$ cat src/source/cd_pkg.sv
package cd_pkg;

	//////////////////////////////
	// CD data block format
	//////////////////////////////

	// Byte count field of the header word
	localparam int cd_len_w = 15;

	// Words held between download and byte output
	localparam int cd_fifo_depth = 8;

	typedef logic [7:0] cd_byte_t;

	// First word of a block with dm in the top bit
	typedef struct packed {
		logic                dm;
		logic [cd_len_w-1:0] len;
	} cd_header_t;

	// Queued data word
	// single means only the low byte is valid
	// last marks the final word of the block
	typedef struct packed {
		cd_byte_t [1:0] data;
		logic           single;
		logic           last;
	} cd_word_t;

endpackage

$ cat src/source/host_io_pkg.sv
package host_io_pkg;

	//////////////////////////////
	// Host download bus
	//////////////////////////////

	localparam int host_word_w  = 16;
	localparam int host_index_w = 8;

	// Only the low six bits of the CD data block index are compared
	localparam logic [host_index_w-1:0] cd_data_index = 8'd2;

	typedef logic [host_index_w-1:0] host_index_t;

	// One host write with a single cycle wr strobe
	typedef struct packed {
		logic                   wr;
		logic [host_word_w-1:0] word;
	} host_write_t;

endpackage
$ cat src/source/cd_data_loader.sv
`timescale 1ns/100ps

module cd_data_loader (
	input  logic                     clk_sys,
	input  logic                     reset,
	input  logic                     download,
	input  host_io_pkg::host_index_t index,
	input  host_io_pkg::host_write_t host_wr,
	output logic                     ioctl_wait,
	output cd_pkg::cd_byte_t         cd_data,
	output logic                     cd_wr,
	output logic                     cd_data_end,
	output logic                     cd_dm
);

	import cd_pkg::*;

	logic     push;
	logic     pop;
	logic     empty;
	cd_word_t push_word;
	cd_word_t pop_word;

	// Header decode and word selection
	cd_header_parser u_parser (
		.clk_sys   (clk_sys),
		.reset     (reset),
		.download  (download),
		.index     (index),
		.host_wr   (host_wr),
		.cd_dm     (cd_dm),
		.push      (push),
		.push_word (push_word)
	);

	// Full buffer stalls the host
	cd_word_fifo u_fifo (
		.clk_sys   (clk_sys),
		.reset     (reset),
		.push      (push),
		.push_word (push_word),
		.pop       (pop),
		.pop_word  (pop_word),
		.empty     (empty),
		.full      (ioctl_wait)
	);

	cd_byte_serializer u_serializer (
		.clk_sys     (clk_sys),
		.reset       (reset),
		.pop_word    (pop_word),
		.empty       (empty),
		.pop         (pop),
		.cd_data     (cd_data),
		.cd_wr       (cd_wr),
		.cd_data_end (cd_data_end)
	);

endmodule

$ cat src/source/cd_byte_serializer.sv
`timescale 1ns/100ps

module cd_byte_serializer (
	input  logic             clk_sys,
	input  logic             reset,
	input  cd_pkg::cd_word_t pop_word,
	input  logic             empty,
	output logic             pop,
	output cd_pkg::cd_byte_t cd_data,
	output logic             cd_wr,
	output logic             cd_data_end
);

	import cd_pkg::*;

	typedef enum logic [1:0] {
		st_idle,
		st_strobe,
		st_gap
	} state_t;

	state_t   state;
	cd_word_t word_q;
	logic     byte_hi;
	logic     word_done;

	// High byte is skipped for a single byte word
	assign word_done = byte_hi || word_q.single;

	assign pop         = (state == st_idle) && !empty;
	assign cd_wr       = state == st_strobe;
	assign cd_data     = word_q.data[byte_hi];
	assign cd_data_end = (state == st_gap) && word_done && word_q.last;

	//////////////////////////////
	// Strobe and gap FSM
	//////////////////////////////

	always_ff @(posedge clk_sys) begin
		if (reset) begin
			state   <= st_idle;
			byte_hi <= 1'b0;
		end else begin
			case (state)
				st_idle: begin
					if (!empty) begin
						state   <= st_strobe;
						byte_hi <= 1'b0;
					end
				end
				st_strobe: begin
					state <= st_gap;
				end
				st_gap: begin
					if (word_done) begin
						state <= st_idle;
					end else begin
						// Low byte sent so the high one follows
						state   <= st_strobe;
						byte_hi <= 1'b1;
					end
				end
				default: begin
					state <= st_idle;
				end
			endcase
		end
	end

	// Holding register for the word being sent
	always_ff @(posedge clk_sys) begin
		if (pop) begin
			word_q <= pop_word;
		end
	end

endmodule

$ cat src/source/cd_word_fifo.sv
`timescale 1ns/100ps

module cd_word_fifo #(
	parameter int depth = cd_pkg::cd_fifo_depth
) (
	input  logic             clk_sys,
	input  logic             reset,
	input  logic             push,
	input  cd_pkg::cd_word_t push_word,
	input  logic             pop,
	output cd_pkg::cd_word_t pop_word,
	output logic             empty,
	output logic             full
);

	import cd_pkg::*;

	localparam int addr_w = $clog2(depth);

	cd_word_t          mem [depth];
	logic [addr_w-1:0] wr_ptr;
	logic [addr_w-1:0] rd_ptr;
	logic [addr_w:0]   count;
	logic              do_push;
	logic              do_pop;

	assign do_push = push && !full;
	assign do_pop  = pop && !empty;

	// Storage
	always_ff @(posedge clk_sys) begin
		if (do_push) begin
			mem[wr_ptr] <= push_word;
		end
	end

	//////////////////////////////
	// Pointers and occupancy
	//////////////////////////////

	always_ff @(posedge clk_sys) begin
		if (reset) begin
			wr_ptr <= '0;
			rd_ptr <= '0;
			count  <= '0;
		end else begin
			if (do_push) begin
				wr_ptr <= wr_ptr + addr_w'(1);
			end
			if (do_pop) begin
				rd_ptr <= rd_ptr + addr_w'(1);
			end
			case ({do_push, do_pop})
				2'b10: count <= count + (addr_w + 1)'(1);
				2'b01: count <= count - (addr_w + 1)'(1);
				default: count <= count;
			endcase
		end
	end

	// Oldest entry always on the output
	assign pop_word = mem[rd_ptr];
	assign empty    = count == '0;
	assign full     = count == (addr_w + 1)'(depth);

endmodule

$ cat src/source/cd_header_parser.sv
`timescale 1ns/100ps

module cd_header_parser (
	input  logic                     clk_sys,
	input  logic                     reset,
	input  logic                     download,
	input  host_io_pkg::host_index_t index,
	input  host_io_pkg::host_write_t host_wr,
	output logic                     cd_dm,
	output logic                     push,
	output cd_pkg::cd_word_t         push_word
);

	import host_io_pkg::*;
	import cd_pkg::*;

	logic                active;
	logic                active_d;
	logic                start;
	logic                header_seen;
	logic                header_now;
	cd_header_t          header;
	logic [cd_len_w-1:0] word_cnt;
	logic [cd_len_w-1:0] word_nxt;
	logic [cd_len_w:0]   byte_pos;
	logic [cd_len_w:0]   block_len;

	//////////////////////////////
	// Download decode
	//////////////////////////////

	assign active = download && (index[5:0] == cd_data_index[5:0]);
	assign start  = active && !active_d;

	// Rising edge of a download forgets the old header at once
	assign header_now = header_seen && !start;

	// Byte offset of the current data word
	assign byte_pos  = {word_cnt, 1'b0};
	assign block_len = {1'b0, header.len};
	assign word_nxt  = word_cnt + cd_len_w'(1);

	// Words past the byte count are dropped
	assign push = active && host_wr.wr && header_now && (byte_pos < block_len);

	assign push_word.data   = host_wr.word;
	assign push_word.single = {word_cnt, 1'b1} == block_len;
	assign push_word.last   = {word_nxt, 1'b0} >= block_len;

	assign cd_dm = header.dm;

	//////////////////////////////
	// Header and word count
	//////////////////////////////

	always_ff @(posedge clk_sys) begin
		if (reset) begin
			active_d    <= 1'b0;
			header_seen <= 1'b0;
			header      <= '0;
			word_cnt    <= '0;
		end else begin
			active_d <= active;

			if (start) begin
				header_seen <= 1'b0;
				word_cnt    <= '0;
			end

			if (active && host_wr.wr) begin
				if (!header_now) begin
					// First word of the block
					header      <= cd_header_t'(host_wr.word);
					header_seen <= 1'b1;
					word_cnt    <= '0;
				end else if (push) begin
					word_cnt <= word_nxt;
				end
			end
		end
	end

endmodule

$ cat config.mk
export PLATFORM = sky130hd
export DESIGN_NAME = cd_data_loader
export DESIGN_NICKNAME = d
export VERILOG_FILES = /design/src/source/cd_pkg.sv /design/src/source/host_io_pkg.sv /design/src/source/cd_data_loader.sv /design/src/source/cd_byte_serializer.sv /design/src/source/cd_word_fifo.sv /design/src/source/cd_header_parser.sv
export SDC_FILE = /design/constraint.sdc
export NUM_CORES = 1
export LEC_CHECK = 0
export BUFFER_PORTS_ARGS = -buffer_cell sky130_fd_sc_hd__buf_2
export CELL_PAD_IN_SITES_DETAIL_PLACEMENT = 1
export CELL_PAD_IN_SITES_GLOBAL_PLACEMENT = 1
export CORE_UTILIZATION = 32
export DETAILED_ROUTE_END_ITERATION = 6
export GPL_TIMING_DRIVEN = 0
export PLACE_DENSITY = 0.51
export REMOVE_ABC_BUFFERS = 1
export SYNTH_ARGS = -nofsm -noshare
export SYNTH_HDL_FRONTEND = slang
export SYNTH_HIERARCHICAL = 1
export SYNTH_SLANG_ARGS = --single-unit
export TNS_END_PERCENT = 5
$ cat constraint.sdc
create_clock -name clk_sys -period 10.1 [get_ports clk_sys]
set_input_delay 2.525 -clock clk_sys [delete_from_list [all_inputs] [get_ports clk_sys]]
set_output_delay 2.525 -clock clk_sys [all_outputs]
set_load 0.1 [all_outputs]
==> summary.txt <==
CRITICAL PATH
--------------------------------------------------------------------------------------------
Number of cells on the critical path                                                       7
Buffers & Inverters on Critical Path                                                       2
Cells along the critical path                                                   buf_2 -> nor4b_4 -> nand3_4 -> nor2_1 -> nand3_1 -> nor2_2 -> buf_8
Startpoint type of the worst setup path                                           input port
Category of the worst setup path capture point                                      register
Worst setup path category                                                          in -> reg
Cell with the largest stage delay on the worst path                             sky130_fd_sc_hd__nor2_2
Worst path required time                                                            10.32 ns
Worst R2R Path Depth                                                                       9
WP data arrival                                                                      5.16 ns
Highest cell delay on the worst timing path                                          0.79 ns
Biggest fanout along the worst timing path                                                12
Delay-heaviest family, CP                                                       simple AND/OR/NAND/NOR gates

CLOCK TREE
--------------------------------------------------------------------------------------------
Post-CTS setup buffer count                                                                0
Clock insertion delay at the later pin of the skew report                            0.52 ns
Number of buffers added to fix hold violations after cts                                   0
Number of levels in the clock H-tree                                                       1
Root buffer cell                                                                sky130_fd_sc_hd__clkbuf_16
Clock tree from TritonCTS                                                                yes
Clk sinks                                                                                211
PostCTS Resize Cnt                                                                         0
CTS Buffer Depth                                                                           3
Num CTS Buffers                                                                           24
Clock transition at path regs                                                        0.06 ns

YOSYS
--------------------------------------------------------------------------------------------
Netlist area before placement                                                      9570 um^2
Library cell with the largest summed area after synthesis                       sky130_fd_sc_hd__edfxtp_1
Asr flop ratio synth                                                                       0
Xor and xnor fraction of the mapped netlist area                                      0.0191
Post-Synthesis Mean Instance Area                                                  15.2 um^2
Warning count from the yosys run                                                           6
Share of the synthesized area in compound gates (AO/OA/AOI/OAI)                       0.0540
Adder-cell share of the synthesized area                                              0.0444
Register area share after synthesis                                                    0.611
Synth Instances                                                                          630
Portion of netlist area occupied by mux cells                                          0.142
Basic-gate share of the synthesized area counting and, or, nand and nor cells         0.0902
Share of Yosys cell area claimed by the top area cell type                             0.508
Most frequently used flop master after synthesis                                sky130_fd_sc_hd__edfxtp_1
Main combinational cell family by area after synthesis                          multiplexers
Number of enable flip-flop cells after synthesis                                         162
Number of register bits inferred by synthesis                                            211
Count of distinct cell types in the synthesized netlist                                   77
Synth top area cells                                                            sky130_fd_sc_hd__edfxtp_1, sky130_fd_sc_hd__dfxtp_1, sky130_fd_sc_hd__mux4_2

FLOORPLANNING
--------------------------------------------------------------------------------------------
Vertical extent of the die                                                            175 um
Die Span X                                                                            175 um
DIE AREA                                                                          30600 um^2
Row count                                                                                 62
Core area                                                                         29100 um^2
Io pins                                                                                   40
Starting utilization of the core area                                                  0.329

PLACED DESIGN
--------------------------------------------------------------------------------------------
Final estimated routing congestion in global placement                                 0.796
Dpl hpwl                                                                             15.9 mm
Dpl cell area                                                                     10200 um^2
Count of buffers from port buffering                                                      37

ROUTING
--------------------------------------------------------------------------------------------
Routed len/inst                                                                      21.5 um
Violation count after the first detailed-routing iteration                               189
Length of the first detailed-routing pass in iterations                                    4
Routed via count divided by cell count                                                  5.06
Routed vias                                                                             5423
DRT antenna net count                                                                      0
Wirelength, routed                                                                   23.0 mm
Remaining design rule violation count                                                      0

POWER
--------------------------------------------------------------------------------------------
Leakage component of the power                                                       3.80 nW
Power density over the cells                                                     172 nW/um^2
Clk pwr share                                                                          0.478
Sequential fraction of design power                                                    0.491
Fraction of power consumed by combinational cells                                      0.031
Largest vdd supply drop                                                          0.0000961 V
Internal power                                                                       1.51 mW
Switch share                                                                           0.206
Switch Pwr                                                                          0.392 mW

STA
--------------------------------------------------------------------------------------------
Peak clock frequency supported by timing                                             202 MHz
Actual transition at the worst max-transition pin                                    1.18 ns
Crit share post-route                                                                  0.489
Final setup violation count                                                                0
Sum of negative setup slack                                                             0 ns
Remaining max-slew budget at the tightest pin                                          0.212
Worst Clk Skew                                                                     0.0178 ns
Number of slew-limit violations in the final report                                        0
Final hold violation count                                                                 0
Unrepaired setup endpoints after global routing                                        false
Clock period minus final worst setup slack                                           4.94 ns

GRT
--------------------------------------------------------------------------------------------
Initial antenna violation count                                                            0
Overflow left after global routing                                                         0
Largest net degree at the start of global routing                                         49
Global-route usage over all layers                                                     0.154
Via count of the first global-routing pass                                              5810
Wire length of the first global-routing pass                                         35.4 mm

WORST HOLD PATH
--------------------------------------------------------------------------------------------
Worst hold path type                                                              reg -> reg
Hold Path Cell Cnt                                                                         2

FINISH
--------------------------------------------------------------------------------------------
Growth of design area from synthesis to finish                                         15.4%
Fill cell count                                                                         2977
Diodes inserted                                                                            0
Nets                                                                                     731
Share of post-route cells with drive strength above 1                                  0.246
Post-layout instance area                                                         11000 um^2

FLOW RUN
--------------------------------------------------------------------------------------------
Number of maximum-capacitance constraint violations                                        0

RUN STATUS
--------------------------------------------------------------------------------------------
Run status                                                                      complete, no violations

## final cells by class
class                   count  area (um^2)  share of cell area
flip-flops and latches    211         5850               0.530
multi-input cells         355         3380               0.306
clock buffers              32          662              0.0599
well taps                 384          480              0.0435
repair buffers             56          428              0.0387
clock inverters            12          164              0.0148
inverters                  21         78.8             0.00714
## logic make-up (layout without fill, tap and decap cells)
family	Yosys count	count (layout)
AND/OR/NAND/NOR	148	148
flip-flops	211	211
multiplexers	81	81
adder cells (fa/ha/maj)	34	34
AO/OA/AOI/OAI	72	72
XOR/XNOR	20	20
buffers and inverters	64	121
## layout by cell type (no fill, tap or decap), types with 7 or more instances in the layout
master                      netlist  final
sky130_fd_sc_hd__a21oi_1         19     19
sky130_fd_sc_hd__buf_2            6     37
sky130_fd_sc_hd__buf_6            4      8
sky130_fd_sc_hd__clkbuf_16        0     25
sky130_fd_sc_hd__dfxtp_1         49     47
sky130_fd_sc_hd__edfxtp_1       162    162
sky130_fd_sc_hd__ha_1            34     34
sky130_fd_sc_hd__inv_1           21     21
sky130_fd_sc_hd__mux2_2          27     27
sky130_fd_sc_hd__mux2i_1         18     18
sky130_fd_sc_hd__mux4_1          16     16
sky130_fd_sc_hd__mux4_2          20     20
sky130_fd_sc_hd__nand2_1         17     17
sky130_fd_sc_hd__nand3_1         14     14
sky130_fd_sc_hd__nand4_1         10     10
sky130_fd_sc_hd__nor2_1          46     43
sky130_fd_sc_hd__nor4_1           8      7
sky130_fd_sc_hd__o21ai_0         12     12
sky130_fd_sc_hd__xnor2_1          9      9
sky130_fd_sc_hd__xor2_1          10     10
## per-stage QoR
step / worst slack, ns / power [mW] / hold WS [ns] / utilization / cells
floorplan: 4.28 / 0.980 / 0.463 / - / 587
detailed placement: 4.56 / 1.01 / 0.497 / 0.351 / 1027
finish: 5.16 / 1.90 / 0.503 / 0.380 / 1071
CTS: 5.10 / 1.93 / 0.509 / 0.380 / 1071
global placement: 1.97 / 1.01 / 0.485 / 0.341 / 1008
global route: 5.01 / 1.97 / 0.548 / 0.380 / 1071
## routing by layer
layer / vias to the layer above / routed length, um / track usage
li1: 2535 / - / -
met1: 2789 / 10500 / 0.201
met2: 66 / 11500 / 0.269
met3: 33 / 596 / 0.0213
met4: 0 / 407 / 0.0355
met5: - / 0 / 0
## worst paths after layout
| check | slack, ns | start | endpoint |
|---|---|---|---|
| setup / recovery | 5.16 | index[2] | u_fifo/mem[7][9] |
| hold / removal | 0.50 | u_parser/block_len[9] | u_parser/block_len[9] |
| setup reg to reg | 5.50 | u_parser/word_cnt[12] | u_fifo/mem[7][9] |
| hold reg to reg | 0.50 | u_parser/block_len[9] | u_parser/block_len[9] |
## power groups by stage
stage                     logic [mW]  clock network [mW]  registers, mW
after global placement        0.0540                   0          0.954
after floorplan               0.0265                   0          0.954
after detailed placement      0.0583                   0          0.954
after global routing          0.0635               0.972          0.935
after CTS                     0.0586               0.936          0.935
final                         0.0582               0.911          0.935
## worst register-to-register path: stages (launching register included)
cell,delay (ns)
sky130_fd_sc_hd__dfxtp_1,0.51
sky130_fd_sc_hd__ha_1,0.33
sky130_fd_sc_hd__nand4b_4,0.13
sky130_fd_sc_hd__o21ai_1,0.17
sky130_fd_sc_hd__nor3_1,0.94
sky130_fd_sc_hd__nand2_1,0.31
sky130_fd_sc_hd__nor2_1,0.54
sky130_fd_sc_hd__nand3_1,0.32
sky130_fd_sc_hd__nor2_2,0.79
sky130_fd_sc_hd__buf_8,0.24
## cells in the mapped netlist, drive strengths merged (9+ instances only)
library cell,count
nor2,46
nand4,10
nor4,9
xnor2,9
dfxtp,49
nor3,11
ha,34
edfxtp,162
clkbuf,11
buf,32
mux4,36
a21oi,21
mux2,27
inv,21
nand3,17
xor2,11
o21ai,13
mux2i,18
nand2,19
## registers in the layout, summed over array words and instances, names as in the netlist, 2 cells and up, named ones only
signal	count
u_fifo/mem	144
u_serializer/word_q	18
u_parser/block_len	15
u_parser/word_cnt	15
u_fifo/count	4
u_fifo/rd_ptr	3
u_fifo/wr_ptr	3
u_serializer/state	2
Note: power is estimated with default switching activity, not from simulation.
